==> src/common/cpu_decode_pkg.sv <==
package cpu_decode_pkg;

   // ************************************************************
   // widths and sizes.
   // ************************************************************
   localparam int data_w      = 16;
   localparam int alu_w       = 4;
   localparam int reg_n       = 8;
   localparam int reg_aw      = 3;
   localparam int queue_depth = 4;
   localparam int queue_aw    = 2;
   localparam int pend_max    = 3;
   localparam int pend_w      = 2;

   // ************************************************************
   // instruction field layout.
   // ************************************************************
   localparam int cls_msb  = 15;
   localparam int cls_lsb  = 14;
   localparam int ra_msb   = 13;
   localparam int ra_lsb   = 11;
   localparam int rb_msb   = 10;
   localparam int rb_lsb   = 8;
   localparam int func_msb = 7;
   localparam int func_lsb = 4;
   localparam int d_msb    = 3;
   localparam int d_lsb    = 0;
   localparam int imm8_msb = 7;    // imm8 is bits 7..0.
   localparam int joff_msb = 10;   // jump offset is bits 10..0.

   // class codes.
   localparam logic [1:0] cls_alu = 2'd0;
   localparam logic [1:0] cls_ldi = 2'd1;
   localparam logic [1:0] cls_mem = 2'd2;
   localparam logic [1:0] cls_ctl = 2'd3;

   localparam logic [alu_w-1:0]  mem_load  = 4'd0;   // func of a load.
   localparam logic [alu_w-1:0]  mem_store = 4'd1;
   localparam logic [reg_aw-1:0] ctl_jump  = 3'd0;   // ra field of a jump.
   localparam logic [reg_aw-1:0] ctl_halt  = 3'd7;

   // decoded operation as it leaves the decode stage.
   typedef struct packed {
      logic [alu_w-1:0]  alu_op;
      logic [data_w-1:0] src_a;
      logic [data_w-1:0] src_b;
      logic [data_w-1:0] imm;       // sext imm8 for ldi, zext d for mem.
      logic [reg_aw-1:0] dest;
      logic              reg_write;
      logic              mem_read;
      logic              mem_write;
      logic              is_halt;
      logic [data_w-1:0] pcinc;
      logic [7:0]        spare;     // room for the spare func value.
   } uop_t;

endpackage

==> src/common/fetch_if.sv <==
`timescale 1ns/1ns

// fetched word and its incremented pc under valid/ready.
interface fetch_if
   import cpu_decode_pkg::*;
();

   logic              valid;
   logic              ready;
   logic [data_w-1:0] inst;
   logic [data_w-1:0] pcinc;   // word address plus one.

   modport producer (output valid, output inst, output pcinc, input ready);
   modport consumer (input valid, input inst, input pcinc, output ready);

endinterface

==> src/decode/decode_stage.sv <==
`timescale 1ns/1ns

module decode_stage
   import cpu_decode_pkg::*;
(
   input  logic              clk,
   input  logic              rst_n,
   fetch_if.consumer         inst_in,
   output uop_t              uop,
   output logic              uop_valid,
   input  logic              uop_ready,
   input  logic              wb_en,
   input  logic [reg_aw-1:0] wb_adr,
   input  logic [data_w-1:0] wb_dat,
   output logic              redirect,
   output logic [data_w-1:0] redirect_pc,
   output logic              halted
);

   logic [1:0]        cls;
   logic [reg_aw-1:0] ra;
   logic [reg_aw-1:0] rb;
   logic [alu_w-1:0]  func;
   logic [data_w-1:0] imm_s8;
   logic [data_w-1:0] imm_zd;
   logic [data_w-1:0] jump_off;
   logic [data_w-1:0] rd_dat_a;
   logic [data_w-1:0] rd_dat_b;
   logic [alu_w-1:0]  alu_op;
   logic [reg_aw-1:0] dest;
   logic [data_w-1:0] imm;
   logic              use_a;
   logic              use_b;
   logic              reg_write;
   logic              mem_read;
   logic              mem_write;
   logic              is_op;
   logic              is_jump;
   logic              is_halt;
   logic              hazard;
   logic              out_free;
   logic              accept;
   uop_t              op;

   // ************************************************************
   // fields and class decode.
   // ************************************************************
   assign cls      = inst_in.inst[cls_msb:cls_lsb];
   assign ra       = inst_in.inst[ra_msb:ra_lsb];
   assign rb       = inst_in.inst[rb_msb:rb_lsb];
   assign func     = inst_in.inst[func_msb:func_lsb];
   assign imm_s8   = {{(data_w-imm8_msb-1){inst_in.inst[imm8_msb]}}, inst_in.inst[imm8_msb:0]};
   assign imm_zd   = {{(data_w-d_msb-1){1'b0}}, inst_in.inst[d_msb:d_lsb]};
   assign jump_off = {{(data_w-joff_msb-1){inst_in.inst[joff_msb]}}, inst_in.inst[joff_msb:0]};

   always_comb begin
      use_a     = 1'b0;
      use_b     = 1'b0;
      reg_write = 1'b0;
      mem_read  = 1'b0;
      mem_write = 1'b0;
      is_op     = 1'b0;
      is_jump   = 1'b0;
      is_halt   = 1'b0;
      alu_op    = '0;
      dest      = ra;
      imm       = '0;
      case (cls)
         cls_alu: begin   // ra <= ra op rb.
            use_a     = 1'b1;
            use_b     = 1'b1;
            reg_write = 1'b1;
            alu_op    = func;
            is_op     = 1'b1;
         end
         cls_ldi: begin
            dest      = rb;
            reg_write = 1'b1;
            imm       = imm_s8;
            is_op     = 1'b1;
         end
         cls_mem: begin
            imm = imm_zd;
            if (func == mem_load) begin
               use_a     = 1'b1;
               dest      = rb;
               reg_write = 1'b1;
               mem_read  = 1'b1;
               is_op     = 1'b1;
            end else if (func == mem_store) begin
               use_a     = 1'b1;
               use_b     = 1'b1;
               mem_write = 1'b1;
               is_op     = 1'b1;
            end
         end
         default: begin   // other control ra values do nothing.
            if (ra == ctl_jump) begin
               is_jump = 1'b1;
            end else if (ra == ctl_halt) begin
               is_halt = 1'b1;
               is_op   = 1'b1;
            end
         end
      endcase
   end

   regfile i_regfile (
      .clk      (clk),
      .rst_n    (rst_n),
      .rd_adr_a (ra),
      .rd_adr_b (rb),
      .rd_dat_a (rd_dat_a),
      .rd_dat_b (rd_dat_b),
      .wb_en    (wb_en),
      .wb_adr   (wb_adr),
      .wb_dat   (wb_dat)
   );

   reg_scoreboard i_scoreboard (
      .clk        (clk),
      .rst_n      (rst_n),
      .issue      (accept && reg_write),
      .issue_dest (dest),
      .wb_en      (wb_en),
      .wb_adr     (wb_adr),
      .chk_a      (ra),
      .chk_b      (rb),
      .use_a      (use_a),
      .use_b      (use_b),
      .chk_dest   (dest),
      .use_dest   (reg_write),
      .hazard     (hazard)
   );

   always_comb begin
      op.alu_op    = alu_op;
      op.src_a     = use_a ? rd_dat_a : '0;
      op.src_b     = use_b ? rd_dat_b : '0;
      op.imm       = imm;
      op.dest      = reg_write ? dest : '0;
      op.reg_write = reg_write;
      op.mem_read  = mem_read;
      op.mem_write = mem_write;
      op.is_halt   = is_halt;
      op.pcinc     = inst_in.pcinc;
      op.spare     = '0;
   end

   // ************************************************************
   // issue control.
   // ************************************************************
   assign out_free = !uop_valid || uop_ready;
   // jumps and no-ops need no output slot.
   assign accept = inst_in.valid && !halted && !redirect && !hazard && (out_free || !is_op);
   assign inst_in.ready = accept;

   always_ff @(posedge clk or negedge rst_n) begin
      if (!rst_n) begin
         uop_valid <= 1'b0;
         redirect  <= 1'b0;
         halted    <= 1'b0;
      end else begin
         if (accept && is_op) uop_valid <= 1'b1;
         else if (uop_ready) uop_valid <= 1'b0;
         redirect <= accept && is_jump;   // one cycle pulse.
         if (accept && is_halt) halted <= 1'b1;
      end
   end

   always_ff @(posedge clk) begin
      if (accept && is_op) uop <= op;
      if (accept && is_jump) redirect_pc <= inst_in.pcinc + jump_off;
   end

   a_uop_hold: assert property (@(posedge clk) disable iff (!rst_n)
      uop_valid && !uop_ready |=> uop_valid && $stable(uop));

endmodule

==> src/decode/reg_scoreboard.sv <==
`timescale 1ns/1ns

module reg_scoreboard
   import cpu_decode_pkg::*;
(
   input  logic              clk,
   input  logic              rst_n,
   input  logic              issue,
   input  logic [reg_aw-1:0] issue_dest,
   input  logic              wb_en,
   input  logic [reg_aw-1:0] wb_adr,
   input  logic [reg_aw-1:0] chk_a,
   input  logic [reg_aw-1:0] chk_b,
   input  logic              use_a,
   input  logic              use_b,
   input  logic [reg_aw-1:0] chk_dest,
   input  logic              use_dest,
   output logic              hazard
);

   logic [pend_w-1:0] pend [reg_n];   // writes issued and not yet back.
   logic [reg_n-1:0]  inc;
   logic [reg_n-1:0]  dec;
   logic [pend_w-1:0] left_a;
   logic [pend_w-1:0] left_b;
   logic [pend_w-1:0] left_dest;

   always_comb begin
      for (int i = 0; i < reg_n; i++) begin
         inc[i] = issue && issue_dest == reg_aw'(i);
         dec[i] = wb_en && wb_adr == reg_aw'(i);
      end
   end

   // counts as they stand once this cycle's write-back is in.
   assign left_a    = pend[chk_a] - pend_w'(dec[chk_a]);
   assign left_b    = pend[chk_b] - pend_w'(dec[chk_b]);
   assign left_dest = pend[chk_dest] - pend_w'(dec[chk_dest]);

   assign hazard = (use_a && left_a != '0) || (use_b && left_b != '0) ||
                   (use_dest && left_dest == pend_w'(pend_max));

   always_ff @(posedge clk or negedge rst_n) begin
      if (!rst_n) begin
         for (int i = 0; i < reg_n; i++) begin
            pend[i] <= '0;
         end
      end else begin
         for (int i = 0; i < reg_n; i++) begin
            if (inc[i] && !dec[i]) pend[i] <= pend[i] + 1'b1;
            else if (dec[i] && !inc[i]) pend[i] <= pend[i] - 1'b1;
         end
      end
   end

   a_no_wb_unissued: assert property (@(posedge clk) disable iff (!rst_n)
      wb_en |-> pend[wb_adr] != '0);
   a_no_issue_full: assert property (@(posedge clk) disable iff (!rst_n)
      issue |-> pend[issue_dest] != pend_w'(pend_max) || dec[issue_dest]);

endmodule

==> src/decode/regfile.sv <==
`timescale 1ns/1ns

module regfile
   import cpu_decode_pkg::*;
(
   input  logic              clk,
   input  logic              rst_n,
   input  logic [reg_aw-1:0] rd_adr_a,
   input  logic [reg_aw-1:0] rd_adr_b,
   output logic [data_w-1:0] rd_dat_a,
   output logic [data_w-1:0] rd_dat_b,
   input  logic              wb_en,
   input  logic [reg_aw-1:0] wb_adr,
   input  logic [data_w-1:0] wb_dat
);

   logic [data_w-1:0] regs [reg_n];

   always_ff @(posedge clk or negedge rst_n) begin
      if (!rst_n) begin
         for (int i = 0; i < reg_n; i++) begin
            regs[i] <= '0;
         end
      end else if (wb_en) begin
         regs[wb_adr] <= wb_dat;
      end
   end

   // write-back in the same cycle wins over the stored value.
   assign rd_dat_a = (wb_en && wb_adr == rd_adr_a) ? wb_dat : regs[rd_adr_a];
   assign rd_dat_b = (wb_en && wb_adr == rd_adr_b) ? wb_dat : regs[rd_adr_b];

endmodule

==> src/hw/decode_top.sv <==
`timescale 1ns/1ns

module decode_top
   import cpu_decode_pkg::*;
(
   input  logic              clk,
   input  logic              rst_n,
   output logic [data_w-1:0] imem_adr,
   input  logic [data_w-1:0] imem_dat,
   output logic              uop_valid,
   input  logic              uop_ready,
   output logic [alu_w-1:0]  uop_alu_op,
   output logic [data_w-1:0] uop_src_a,
   output logic [data_w-1:0] uop_src_b,
   output logic [data_w-1:0] uop_imm,
   output logic [reg_aw-1:0] uop_dest,
   output logic              uop_reg_write,
   output logic              uop_mem_read,
   output logic              uop_mem_write,
   output logic              uop_is_halt,
   output logic [data_w-1:0] uop_pcinc,
   input  logic              wb_en,
   input  logic [reg_aw-1:0] wb_adr,
   input  logic [data_w-1:0] wb_dat,
   output logic              halted,
   output logic              redirect,
   output logic [data_w-1:0] redirect_pc
);

   fetch_if f2q ();
   fetch_if q2d ();
   uop_t    uop;

   fetch_unit i_fetch (
      .clk         (clk),
      .rst_n       (rst_n),
      .imem_adr    (imem_adr),
      .imem_dat    (imem_dat),
      .redirect    (redirect),
      .redirect_pc (redirect_pc),
      .fetch       (f2q.producer)
   );

   inst_queue i_queue (
      .clk      (clk),
      .rst_n    (rst_n),
      .redirect (redirect),
      .in_side  (f2q.consumer),
      .out_side (q2d.producer)
   );

   decode_stage i_decode (
      .clk         (clk),
      .rst_n       (rst_n),
      .inst_in     (q2d.consumer),
      .uop         (uop),
      .uop_valid   (uop_valid),
      .uop_ready   (uop_ready),
      .wb_en       (wb_en),
      .wb_adr      (wb_adr),
      .wb_dat      (wb_dat),
      .redirect    (redirect),
      .redirect_pc (redirect_pc),
      .halted      (halted)
   );

   // operation fields out to plain ports.
   assign uop_alu_op    = uop.alu_op;
   assign uop_src_a     = uop.src_a;
   assign uop_src_b     = uop.src_b;
   assign uop_imm       = uop.imm;
   assign uop_dest      = uop.dest;
   assign uop_reg_write = uop.reg_write;
   assign uop_mem_read  = uop.mem_read;
   assign uop_mem_write = uop.mem_write;
   assign uop_is_halt   = uop.is_halt;
   assign uop_pcinc     = uop.pcinc;

endmodule

==> src/hw/fetch_unit.sv <==
`timescale 1ns/1ns

module fetch_unit
   import cpu_decode_pkg::*;
(
   input  logic              clk,
   input  logic              rst_n,
   output logic [data_w-1:0] imem_adr,
   input  logic [data_w-1:0] imem_dat,
   input  logic              redirect,
   input  logic [data_w-1:0] redirect_pc,
   fetch_if.producer         fetch
);

   logic [data_w-1:0] pc;         // next address to request.
   logic [data_w-1:0] resp_pc;    // address of the word on imem_dat.
   logic              resp_vld;   // one request in flight.
   logic              stale;
   logic              advance;

   assign stale   = resp_vld & redirect;   // old path is dropped.
   assign advance = redirect | ~resp_vld | fetch.ready;

   // a held word keeps its address on the bus so memory repeats it.
   always_comb begin
      if (redirect) begin
         imem_adr = redirect_pc;
      end else if (advance) begin
         imem_adr = pc;
      end else begin
         imem_adr = resp_pc;
      end
   end

   always_ff @(posedge clk or negedge rst_n) begin
      if (!rst_n) begin
         pc       <= '0;
         resp_vld <= 1'b0;
      end else if (advance) begin
         pc       <= imem_adr + 1'b1;
         resp_vld <= 1'b1;
      end
   end

   always_ff @(posedge clk) begin
      if (advance) begin
         resp_pc <= imem_adr;
      end
   end

   assign fetch.valid = resp_vld & ~stale;
   assign fetch.inst  = imem_dat;
   assign fetch.pcinc = resp_pc + 1'b1;

   // queue is emptied with the drop, so the target word never waits.
   a_stale_then_room: assert property (@(posedge clk) disable iff (!rst_n)
      stale |=> !(fetch.valid && !fetch.ready));

endmodule

==> src/hw/inst_queue.sv <==
`timescale 1ns/1ns

module inst_queue
   import cpu_decode_pkg::*;
(
   input  logic      clk,
   input  logic      rst_n,
   input  logic      redirect,
   fetch_if.consumer in_side,
   fetch_if.producer out_side
);

   logic [data_w-1:0]   inst_mem  [queue_depth];
   logic [data_w-1:0]   pcinc_mem [queue_depth];
   logic [queue_aw-1:0] wr_ptr;
   logic [queue_aw-1:0] rd_ptr;
   logic [queue_aw:0]   count;
   logic                push;
   logic                pop;

   assign in_side.ready  = (count != queue_depth);
   assign out_side.valid = (count != '0);
   assign out_side.inst  = inst_mem[rd_ptr];
   assign out_side.pcinc = pcinc_mem[rd_ptr];

   assign push = in_side.valid & in_side.ready;
   assign pop  = out_side.valid & out_side.ready;

   always_ff @(posedge clk or negedge rst_n) begin
      if (!rst_n) begin
         wr_ptr <= '0;
         rd_ptr <= '0;
         count  <= '0;
      end else if (redirect) begin   // wrong-path words go.
         wr_ptr <= '0;
         rd_ptr <= '0;
         count  <= '0;
      end else begin
         if (push) wr_ptr <= wr_ptr + 1'b1;
         if (pop) rd_ptr <= rd_ptr + 1'b1;
         count <= count + {{queue_aw{1'b0}}, push} - {{queue_aw{1'b0}}, pop};
      end
   end

   always_ff @(posedge clk) begin
      if (push) begin
         inst_mem[wr_ptr]  <= in_side.inst;
         pcinc_mem[wr_ptr] <= in_side.pcinc;
      end
   end

   // equal pointers mean empty or full, the count tells which.
   a_no_push_full: assert property (@(posedge clk) disable iff (!rst_n)
      push |-> wr_ptr != rd_ptr || count == '0);
   a_no_pop_empty: assert property (@(posedge clk) disable iff (!rst_n)
      pop |-> wr_ptr != rd_ptr || count == queue_depth);

endmodule

==> config.mk <==
export PLATFORM = sky130hd
export DESIGN_NAME = decode_top
export DESIGN_NICKNAME = d
export VERILOG_FILES = /design/src/common/cpu_decode_pkg.sv /design/src/common/fetch_if.sv /design/src/decode/decode_stage.sv /design/src/decode/reg_scoreboard.sv /design/src/decode/regfile.sv /design/src/hw/decode_top.sv /design/src/hw/fetch_unit.sv /design/src/hw/inst_queue.sv
export SDC_FILE = /design/constraint.sdc
export NUM_CORES = 1
export LEC_CHECK = 0
export BUFFER_PORTS_ARGS = -buffer_cell sky130_fd_sc_hd__clkbuf_2
export CAP_MARGIN = 5
export CORE_MARGIN = 1
export CORE_UTILIZATION = 30
export CTS_CLUSTER_DIAMETER = 40
export DETAILED_ROUTE_END_ITERATION = 8
export PLACE_DENSITY = 0.51
export SYNTH_ARGS = -nofsm -noshare
export SYNTH_HDL_FRONTEND = slang
export SYNTH_SLANG_ARGS = --single-unit
==> constraint.sdc <==
create_clock -name clk -period 8.75 [get_ports clk]
set_clock_uncertainty 0.2 [all_clocks]
set_input_delay 0.875 -clock clk [delete_from_list [all_inputs] [get_ports clk]]
set_output_delay 0.875 -clock clk [all_outputs]
set_load 0.01 [all_outputs]
Word-level counts from Yosys, hierarchy flattened
Memories as Yosys holds them, arrays and structs flattened.
Index checks and enable logic that the tools add are counted.
Widths: inputs -> output; s select.
- register bits: 278
- bits in writable memories: 128
- output and inout bits: 110
- logic and storage cells: 267
- memories: 2
- $add $sub $neg: 26
- magnitude comparators: 8
- eq/ne operators: 22
- multiplexer cells: 69
- bitwise gates (word level): 12
- reductions and logical operators: 92
- memories (name ; depth ; width ; read ports ; clocked after memory_dff ; wr ports ; RTL line ; source):
    i_queue.inst_mem ; 4 ; 16 ; 1 ; 0 ; 1 ; inst_queue.sv:13 ; logic [data_w-1:0] inst_mem [queue_depth];
    i_queue.pcinc_mem ; 4 ; 16 ; 1 ; 0 ; 1 ; inst_queue.sv:14 ; logic [data_w-1:0] pcinc_mem [queue_depth];
- operator list (kind ; number):
    $mux 16 ; 9
    $bwmux 128 ; 1
    $bmux 16 s3 ; 2
    $mux 2 ; 26
    $demux 16 s3 ; 1
    $logic_and 1x1->1 ; 46
    $add 16x1->16 const B ; 2
    $pmux 16 s2 ; 1
    $eq 3x3->1 const B ; 9
    $reduce_bool 2->1 ; 13
    $logic_not 1->1 ; 21
    $add 2x1->2 const B ; 10
    $bmux 2 s3 ; 3
    $add 16x16->16 ; 1
    $ge 4x4->1 const B ; 4
    $mux 1 ; 16
    $not 3->4 ; 4
    $sub 2x1->2 const B ; 8
    $eq 3x2->1 const B ; 4
    $lt 3x4->1 const B ; 3
    $bmux 1 s3 ; 3
    $logic_not 3->1 ; 3
    $pmux 1 s2 ; 4
    $eq 3x1->1 const B ; 2
    20 further kinds ; 33

Logic depth before layout (Yosys ltp)
Gate-level depths: netlist (run 1).
An unclocked memory read counts as a cell.
- depth after elaboration: 21
- depth in mapped cells: 27
- gate-level depth less buffers: 23

Hierarchy
Synthesis (run 1) repeated with hierarchy kept, for this count alone.
- cells, all modules: 1339
- area total of the unflattened synthesis: 20617.3 sq um
- modules (own cells, without submodules) (module ; instances ; cells an instance ; area each (sq um) ; sequential area each (sq um)):
    regfile ; 1 ; 452 ; 7533.5 ; 3203.1
    inst_queue ; 1 ; 213 ; 5127.4 ; 4018.9
    decode_stage ; 1 ; 304 ; 4080.2 ; 2567.5
    fetch_unit ; 1 ; 241 ; 2471.1 ; 905.9
    reg_scoreboard ; 1 ; 129 ; 1405.1 ; 400.4

Worst setup path before layout (run 1)
Ideal clock, no wire load.
- path kind: reg2reg
- from: register i_queue.rd_ptr[0]
- to: register i_decode.uop[10] (netlist name)
- library setup time: 0.493 ns
- arrival: 7.280 ns
- setup slack: 0.777 ns
- cell stages (with the launch flop): 20
- path through: dfrtp_1 -> buf_6 -> buf_2 -> clkbuf_1 -> mux4_2 -> inv_1 -> ha_1 -> and2_0 -> a22o_1 -> nor2_1 -> clkbuf_1 -> mux2i_1 -> a211oi_1 -> a31oi_1 -> ha_1 -> nor3b_1 -> mux2i_1 -> nand2_1 -> buf_6 -> nor2_1
- cells in the longest elaborated chain, start to end: 16
- elaborated cells on any way between the ends: 56
- classes of those cells: 3 x add/sub; 5 x eq/ne; 27 x mux; 3 x bitwise; 17 x reduce/logical; 1 x memory
- ends and longest elaborated chain (element ; RTL line ; source):
    start: declaration ; inst_queue.sv:16 ; logic [queue_aw-1:0] rd_ptr;
    start signal: assignment ; inst_queue.sv:40 ; if (pop) rd_ptr <= rd_ptr + 1'b1;
    $mem_v2 4x16 (*) ; -- ;
    $logic_not 4->1 ; decode_stage.sv:84 ; if (func == mem_load) begin
    $mux 3 ; decode_stage.sv:84 ;
    $pmux 3 s2 ; decode_stage.sv:68 ; case (cls)
    $not 3->4 (implied by the code) ; reg_scoreboard.sv:38 ; assign left_dest = pend[chk_dest] - pend_w'(dec[chk_dest]);
    $bmux 2 s3 ; reg_scoreboard.sv:38 ;
    $mux 2 (implied by the code) (2 in a row) ; reg_scoreboard.sv:38 ;
    $sub 2x1->2 ; reg_scoreboard.sv:38 ;
    $eq 2x2->1 ; reg_scoreboard.sv:41 ; (use_dest && left_dest == pend_w'(pend_max));
    $logic_and 1x1->1 ; reg_scoreboard.sv:41 ;
    $logic_or 1x1->1 ; reg_scoreboard.sv:40 ; assign hazard = (use_a && left_a != '0) || (use_b && left_b != '0) ||
    $logic_not 1->1 ; decode_stage.sv:155 ; assign accept = inst_in.valid && !halted && !redirect && !hazard && (out_free || !is_op);
    $logic_and 1x1->1 (2 in a row) ; decode_stage.sv:155 ;
    $logic_and 1x1->1 (*) ; decode_stage.sv:172 ; if (accept && is_op) uop <= op;
Every way passes the cells marked *; elsewhere a longest branch is shown, timed or not. The select of a mux whose other input is x is not followed.
A chain may end at the register's enable or synchronous reset.

Worst setup path in the final report (run 1)
- from: register i_queue.rd_ptr[0]
- to: register i_queue.count[2]
- cells in the longest elaborated chain, start to end: 18
- elaborated cells on any way between the ends: 58
- classes of those cells: 4 x add/sub; 5 x eq/ne; 28 x mux; 4 x bitwise; 16 x reduce/logical; 1 x memory
- ends and longest elaborated chain (element ; RTL line ; source):
    $mem_v2 4x16 (*) ; -- ;
    via i_decode.inst_in.inst[4] ; fetch_if.sv:14 ; modport consumer (input valid, input inst, input pcinc, output ready);
    $logic_not 4->1 ; decode_stage.sv:84 ;
    $mux 3 ; decode_stage.sv:84 ;
    $pmux 3 s2 ; decode_stage.sv:68 ;
    $not 3->4 (implied by the code) ; reg_scoreboard.sv:38 ;
    $bmux 2 s3 ; reg_scoreboard.sv:38 ;
    $mux 2 (implied by the code) (2 in a row) ; reg_scoreboard.sv:38 ;
    [... 2 more ...] ; -- ;
    $logic_and 1x1->1 ; reg_scoreboard.sv:41 ;
    $logic_or 1x1->1 ; reg_scoreboard.sv:40 ;
    $logic_not 1->1 ; decode_stage.sv:155 ;
    $logic_and 1x1->1 ; decode_stage.sv:155 ;
    $logic_and 1x1->1 (*) ; decode_stage.sv:155 ;
    $and 1x1->1 (*) ; inst_queue.sv:27 ; assign pop = out_side.valid & out_side.ready;
    $sub 3x1->3 (*) ; inst_queue.sv:41 ; count <= count + {{queue_aw{1'b0}}, push} - {{queue_aw{1'b0}}, pop};
    $mux 3 (*) ; inst_queue.sv:34 ; end else if (redirect) begin
    end signal: assignment ; inst_queue.sv:41 ;
    end: declaration ; inst_queue.sv:17 ; logic [queue_aw:0] count;
Mark *: on every way through the listed nets, which the timed path passes. The rest lies on a longest branch. The select of a mux whose other input is x is not followed.

==> summary.txt, run 1 <==
Timing
  – Worst-Margin Slew: around 1.1 ns
  – Fmax: 148 MHz
  – Max Transition Viols Final: 0
  – Slew HR: 29.0%
  – Final setup fails: 0
  – Crit share post-route: 77.2%
  – Fin. Hold Viols: 0
  – Post-Route Setup TNS: 0 ns
  – Minimum clock period: approximately 6.8 ns
  – RSZ-0062 raised after global routing: no
  – Setup WS post-layout: 1.99 ns

Setup path
  – Arrival time at the worst endpoint: 7.00 ns
  – Critical path class: reg2reg
  – Largest fanout on the critical path: 20
  – Crit path capture type: register
  – Worst R2R Start: i_queue.rd_ptr[0]
  – FF-to-FF End: i_queue.count[2]
  – Cell breakdown of the critical path: mux4_2 -> or4_1 -> mux2i_1 -> nor2_1 -> mux2_2 -> nor2_1 -> a211oi_1 -> a31oi_1 -> ha_1 -> nor3b_1 -> mux2i_1 -> nand2_1 -> inv_1 -> ha_1 -> inv_1 -> ha_1 -> inv_1 -> fa_1 -> xor2_1 -> xnor2_1 -> nor2_1
  – Slowest CP cell: nor2_1
  – Req. time, crit path: 8.99 ns
  – Crit-path max cell delay: 0.82 ns
  – Cells on worst reg2reg path: 21
  – Crit path max-delay family: simple AND/OR/NAND/NOR gates
  – Reg2Reg Setup Slack: 1.99 ns
  – CP startpoint kind: register
  – WP buf/inv: 3

Pwr
  – Worst vdd ir: 0.246 mV
  – Leakage power total: 8.94 nW
  – Pwr dens: about 440 nW/um^2
  – Final Total Pwr: between 10 and 15 mW

Floorplan
  – Starting Density: 30.4%
  – Ports: roughly 150
  – Die Wd: 255 microns
  – Chip height: about 260 microns
  – Die area: 65300 sq um
  – Core box area: about 63000 sq um
  – Cell Rows: 92

Global routing
  – Vias in the first global route: 12100
  – Initial antenna violation count: 1
  – Largest net degree at the start of global routing: roughly 100
  – Tot GR Track Use: 15.7%
  – First-pass GRT wire length: 77400 microns
  – Grt total ovfl: 0

Route
  – First drt pass iteration count: 5
  – DRT antenna net count: 0
  – Via count: 11700
  – Residual DRC: 0
  – Routed WL per cell: 21.4 microns
  – Vias per inst: 4.94
  – WL final: 50600 microns
  – Initial DRC Count: between 700 and 800

Place
  – I/O Buffers: 148
  – RePlAce Congestion: 0.793
  – Pre-CTS setup slack: 1.93 ns
  – Post-DP HPWL: approximately 32000 microns

Synth
  – EDFF count, synth: 227
  – Register area share after synthesis: 57.6%
  – Ys flop type: edfxtp_1
  – Synthesized area: 19300 sq um
  – Mapped Nets: 1393
  – Mapped Cells: 1316
  – Distinct cell type count after synthesis: 62
  – Yosys warning total: 0
  – FFs w/ async S/R, synth: 43.0%
  – Synthesized flop and latch total: 398
  – Mean Syn Cell Area: 14.6 sq um

Outcome
  – Status: finished, final reports clean

Clocking
  – Clock buffer depth: 3
  – Clock-pin slew on the worst setup and hold paths: 0.05 ns
  – # Post-CTS Setup Buffers: 0
  – Clk_lat worst skew: 0.59 ns
  – Clock sinks: between 300 and 400
  – TritonCTS buffer count: 69
  – CTS tree: done
  – CTS Hold Bufs: 0
  – Htree depth: 3
  – # resized after CTS: 0
  – CTS root buffer: clkbuf_16

Layout
  – Share of layout cells above drive strength 1: a little over a third
  – N_diodes: 0
  – Final #Nets: 1547
  – Post-Route Utilization: a little under two fifths
  – Area grow syn2layout: 20.8%

Flow run
  – Number of max-cap violations: 0

Worst hold path
  – Min-delay worst type: in2async
[through the flow]
| stage | hold slack (ns) | instance area (sq um) | std cells |
|---|---|---|---|
| floorplan | 0.259 | 19300 | 1316 |
| global placement | 0.297 | 21000 | 2245 |
| detailed placement | 0.298 | 21000 | 2245 |
| CTS | 0.255 | 23300 | 2369 |
| global route | 0.279 | 23300 | 2369 |
| finish | 0.227 | 23300 | 2369 |
[Yosys cell counts, drive strengths merged, types with 29 or more instances]
cell	n	area [sq um]
a211oi	36	270
buf	38	210
clkbuf	55	208
dfrtp	171	4280
edfxtp	227	6820
ha	36	450
inv	34	128
mux2	135	1520
mux2i	59	591
mux4	97	2190
nand2	42	158
nor2	94	353
o21ai	29	145
xnor2	55	482
xor2	32	280
[worst max path at each step]
stage | slack, ns | start | end | cells after the start
2_1_floorplan | 0.78 | i_queue.rd_ptr[0] | i_decode.uop[10] | 19
4_1_cts | 1.95 | i_queue.rd_ptr[0] | i_queue.count[2] | 21
3_3_place_gp | 2.12 | i_queue.rd_ptr[0] | i_queue.count[2] | 21
6_report | 1.99 | i_queue.rd_ptr[0] | i_queue.count[2] | 21
3_5_place_dp | 1.93 | i_queue.rd_ptr[0] | i_queue.count[2] | 21
5_1_grt | 1.45 | i_queue.rd_ptr[0] | i_queue.count[2] | 23
[cell families after synthesis]
family	count (synthesis)	synth area share (%)
other cells	1	0.0195
compound gates	128	4.47
mux	291	22.3
flops	398	57.6
xor+xnor	87	3.95
buf+inv	127	2.83
fa+ha+maj	38	2.54
simple gates	246	6.28
[power by group]
part	switching (mW)	internal, mW
logic	2.51	1.83
clock network	0.988	1.72
registers	0.405	2.91
total	3.90	6.46
[layer usage]
metal  vias to the layer above  track usage (%)  share of wire [%]
li1                       5314                -                  -
met5                         -                0              0.026
met2                       300             24.9                 47
met3                        86             3.36                4.5
met1                      5996             21.7                 47
met4                         2             4.11                1.9
[area by class of cell]
class	count	area (sq um)
Fill cell	6063	40000
Sequential cell	398	11100
Multi-Input combinational cell	791	7720
Clock buffer	76	1810
Tap cell	846	1060
Timing Repair Buffer	176	957
Clock inverter	48	526
Inverter	34	128
[sequential cells by signal, indices dropped and copies added (netlist names), 3 cells and up]
| signal | count |
|---|---|
| i_decode.i_regfile.regs | 128 |
| i_decode.uop | 67 |
| i_queue.inst_mem | 64 |
| i_queue.pcinc_mem | 64 |
| i_decode.i_scoreboard.pend | 16 |
| i_decode.redirect_pc | 16 |
| i_fetch.pc | 16 |
| i_fetch.resp_pc | 16 |
| i_queue.count | 3 |
[placed cells by master (no fill, tap or decap), types with 27 or more instances in the layout]
master,instances
dfrtp_1,169
edfxtp_1,227
buf_4,28
xor2_1,32
ha_1,36
mux2_2,134
clkbuf_16,71
a211oi_1,36
inv_1,34
mux2i_1,59
xnor2_1,55
nor2_1,92
a21oi_1,27
nand2_1,42
clkbuf_2,147
mux4_2,96
o21ai_0,27
Power figures use the tool's default switching activity.
==> run 2, diff against run 1 <==
- ABC_AREA: default -> 1
- clock period: 8.75 -> 6.51 ns (I/O delays scaled with it)
==> run 2 against run 1 <==
  * Critical path depth increased by 6
  * Register-to-register slack got worse by 0.82 ns
  * Fmax increased by 27%
  * Combinational power decreased by 50%
  * Global-route usage increased by 2.8 points
  * Sequential share of layout area increased by 0.087 points
  * Synthesized area decreased by 0.97%
  * Largest cell class unchanged
  * Critical endpoint unchanged
  * Total power decreased by 7.9%
  * Largest power group is now the clock network
  * Wire length increased by 16%
  * Die area decreased by 0.96%
==> summary.txt, run 2 <==
Timing
  – Slew HR: 30.3% (was 29.0%)
  – Fin. Hold Viols: 0 (unchanged)
  – Max Transition Viols Final: 0 (unchanged)
  – Minimum clock period: 5.34 ns (was 6.76 ns)
  – Crit share post-route: 82.0% (was 77.2%)
  – Worst-Margin Slew: 1.05 ns (was 1.06 ns)
  – Post-Route Setup TNS: 0 ns (unchanged)
  – Final setup fails: 0 (unchanged)
  – Fmax: 187 MHz (was 148 MHz)
  – RSZ-0062 raised after global routing: no (unchanged)
  – Setup WS post-layout: 1.17 ns (was 1.99 ns)

Layout
  – Final #Nets: 2220 (was 1547)
  – Largest registers: i_decode.i_regfile.regs (128), i_decode.uop (67) (unchanged)
  – Finished Layout Cells: 3049 (was 2369)
  – N_diodes: 0 (unchanged)
  – Register area: 11100 sq um (about the same)
  – Post-route design area: 23200 sq um (was 23300 sq um)
  – Commonest non-fill, non-tap cell in the layout: nand2_1 (was edfxtp_1)
  – Area grow syn2layout: 21.8% (was 20.8%)
  – Share of layout cells above drive strength 1: 16.1% (was 35.5%)
  – Largest Register: i_decode.i_regfile.regs (unchanged)
  – Fill cell count: 6318 (was 6063)
  – Max reg flops: 128 (unchanged)
  – Multi-input gate area: 6940 sq um (was 7720 sq um)
  – Commonest cells after routing, fill and taps aside: nand2_1, o21ai_0, edfxtp_1 (was edfxtp_1, dfrtp_1, clkbuf_2)

Place
  – Placed instance area: 20800 sq um (was 21000 sq um)
  – Post-DP HPWL: 36500 microns (was 31900 microns)
  – DP Cell Count: 2913 (was 2245)
  – RePlAce Congestion: 0.842 (was 0.793)
  – Pre-CTS setup slack: 1.21 ns (was 1.93 ns)
  – I/O Buffers: 148 (unchanged)

Route
  – Routed WL per cell: 19.3 microns (was 21.4 microns)
  – WL final: 58900 microns (was 50600 microns)
  – DRT antenna net count: 0 (unchanged)
  – First drt pass iteration count: 6 (was 5)
  – Vias per inst: 5.02 (was 4.94)
  – Via count: 15300 (was 11700)
  – Residual DRC: 0 (unchanged)
  – Initial DRC Count: 1314 (was 794)

Synth
  – Distinct cell type count after synthesis: 52 (was 62)
  – Post-synthesis mux area share: 0% (was 22.3%)
  – Area leader, netlist: edfxtp_1 (unchanged)
  – Simple-Gate Fraction of Synth Area: 15.6% (was 6.28%)
  – Synthesized area: 19100 sq um (was 19300 sq um)
  – Mapped Nets: 2067 (was 1393)
  – Mean Syn Cell Area: 9.59 sq um (was 14.6 sq um)
  – Post-Synth XOR/XNOR Area: 2.39% (was 3.95%)
  – Compound-cell area share of the yosys netlist: 15.5% (was 4.47%)
  – Most instantiated cells after synthesis: nand2_1, o21ai_0, edfxtp_1 (was edfxtp_1, dfrtp_1, mux2_2)
  – Area contributors post-synth: edfxtp_1, dfrtp_1, nand2_1, o21ai_0, nor2_1 (was edfxtp_1, dfrtp_1, mux4_2, mux2_2, mux2i_1)
  – FFs w/ async S/R, synth: 43.0% (unchanged)
  – Yosys top cell area share: 35.7% (was 35.4%)
  – Mapped Cells: 1990 (was 1316)
  – Register area share after synthesis: 58.1% (was 57.6%)
  – Largest family of logic cells by synthesized area: simple AND/OR/NAND/NOR gates (was multiplexers)
  – Ys flop type: edfxtp_1 (unchanged)
  – EDFF count, synth: 227 (unchanged)
  – Adder-cell share of the synthesized area: 2.57% (was 2.54%)
  – Yosys warning total: 0 (unchanged)
  – Most common cell in the synthesized netlist: nand2_1 (was edfxtp_1)
  – Synthesized flop and latch total: 398 (unchanged)

Clocking
  – Clock-pin slew on the worst setup and hold paths: 0.06 ns (was 0.05 ns)
  – Clock sinks: 398 (unchanged)
  – Htree depth: 3 (unchanged)
  – CTS root buffer: clkbuf_16 (unchanged)
  – Clock buffer depth: 3 (unchanged)
  – CTS tree: done (unchanged)
  – # resized after CTS: 0 (unchanged)
  – TritonCTS buffer count: 73 (was 69)
  – Clk_lat worst skew: 0.61 ns (was 0.59 ns)
  – # Post-CTS Setup Buffers: 0 (unchanged)

Pwr
  – Final Total Pwr: 9.54 mW (was 10.4 mW)
  – Int Pwr: 6.43 mW (was 6.46 mW)
  – Leakage power total: 9.59 nW (was 8.94 nW)
  – Clock share of power: 40.0% (was 26.2%)
  – Flop pwr share: 37.2% (was 32.0%)
  – Switching share of total power: 32.6% (was 37.6%)
  – Worst vdd ir: 0.231 mV (was 0.246 mV)
  – Pwr dens: 410 nW/um^2 (was 445 nW/um^2)
  – Combinational power share: 22.8% (was 41.9%)
  – Net Switching: 3.11 mW (was 3.90 mW)

Floorplan
  – Starting Density: 30.3% (was 30.4%)
  – Cell Rows: 92 (unchanged)
  – Ports: 149 (unchanged)
  – Core box area: 63000 sq um (was 63300 sq um)
  – Die area: 64600 sq um (was 65300 sq um)
  – Die Wd: 254 microns (was 255 microns)
  – Chip height: 254 microns (was 255 microns)

Global routing
  – GR Layer Usage met3: 3.72% (was 3.36%)
  – Grt total ovfl: 0 (unchanged)
  – Largest net degree at the start of global routing: 143 (was 99)
  – First-pass GRT wire length: 90500 microns (was 77400 microns)
  – Tot GR Track Use: 18.5% (was 15.7%)
  – GR Util met2: 30.5% (was 24.9%)
  – GR peak layer: met2 (unchanged)
  – GR Util met1: 23.9% (was 21.7%)
  – Vias in the first global route: 15200 (was 12100)
  – Initial antenna violation count: 1 (unchanged)

Outcome
  – Status: finished, final reports clean (unchanged)

Setup path
  – Critical path class: reg2reg (unchanged)
  – Slowest CP cell: dfrtp_2 (was nor2_1)
  – Arrival time at the worst endpoint: 5.60 ns (was 7.00 ns)
  – Req. time, crit path: 6.78 ns (was 8.99 ns)
  – Largest fanout on the critical path: 25 (was 20)
  – CP startpoint kind: register (unchanged)
  – Cells on worst reg2reg path: 27 (was 21)
  – Crit-path max cell delay: 0.50 ns (was 0.82 ns)
  – Crit path capture type: register (unchanged)

Worst hold path
  – Worst hold stages: 1
  – Min-delay worst type: in2reg (was in2async)

Flow run
  – Number of max-cap violations: 0 (unchanged)
run 2: metrics by stage:
| step | hold slack [ns] | util (%) |
|---|---|---|
| after floorplan | 0.155 | - |
| after global placement | 0.266 | 33.0 |
| after detailed placement | 0.264 | 33.0 |
| after CTS | 0.0231 | 36.9 |
| after global routing | 0.0480 | 36.9 |
| final | 0.0575 | 36.9 |
run 2: timing repair:
item                                    in CTS  in global routing
endpoints found under the setup margin       0                  0
endpoints found under the hold margin       29                  0
hold buffers                                 1                  0
run 2: layer usage:
metal / part of all wire, % / wire [microns] / up-vias
met5: 0.017 / 10 / -
li1: - / - / 7195
met1: 44 / 25900 / 7474
met2: 48 / 28100 / 493
met3: 5.4 / 3210 / 132
met4: 3.0 / 1780 / 2
run 2: cell families after synthesis:
group | after synthesis
buf+inv | 266
compound gates | 513
other cells | 1
flops | 398
xor+xnor | 52
simple gates | 722
fa+ha+maj | 38
run 2: power groups by stage:
stage               combinational, mW  clock [mW]  sequential, mW
floorplan                        1.48           0            3.53
global placement                 2.13           0            3.58
detailed placement               2.17           0            3.58
CTS                              2.19        3.88            3.55
global route                     2.46        3.98            3.60
finish                           2.18        3.81            3.55
run 2: layout make-up:
type,instances,share of cell area (%)
Sequential cell,398,47.7
Multi-Input combinational cell,1326,29.9
Clock buffer,92,8.65
Timing Repair Buffer,185,4.58
Tap cell,846,4.55
Inverter,159,2.58
Clock inverter,43,2.04
run 2: worst paths after layout:
kind	slack, ns	startpoint	to
max	1.17	i_queue.rd_ptr[0]	i_queue.count[2]
min	0.06	imem_dat[3]	i_queue.inst_mem[0][3]
max reg2reg	1.17	i_queue.rd_ptr[0]	i_queue.count[2]
min reg2reg	0.28	i_decode.i_scoreboard.pend[6]	i_decode.i_scoreboard.pend[6]
max in group asynchronous	4.61	rst_n	i_queue.rd_ptr[0]
min in group asynchronous	0.30	rst_n	i_decode.i_regfile.regs[111]
run 2: critical path: cells and delay by family, from the launching register on:
family | cells | cell delay [ns]
DFF | 1 | 0.50
and+or+nand+nor | 11 | 1.55
buffers and inverters | 7 | 0.76
adders and majority gates | 5 | 1.43
AOI/OAI and AO/OA | 3 | 0.61
xor gates and xnor gates | 1 | 0.16
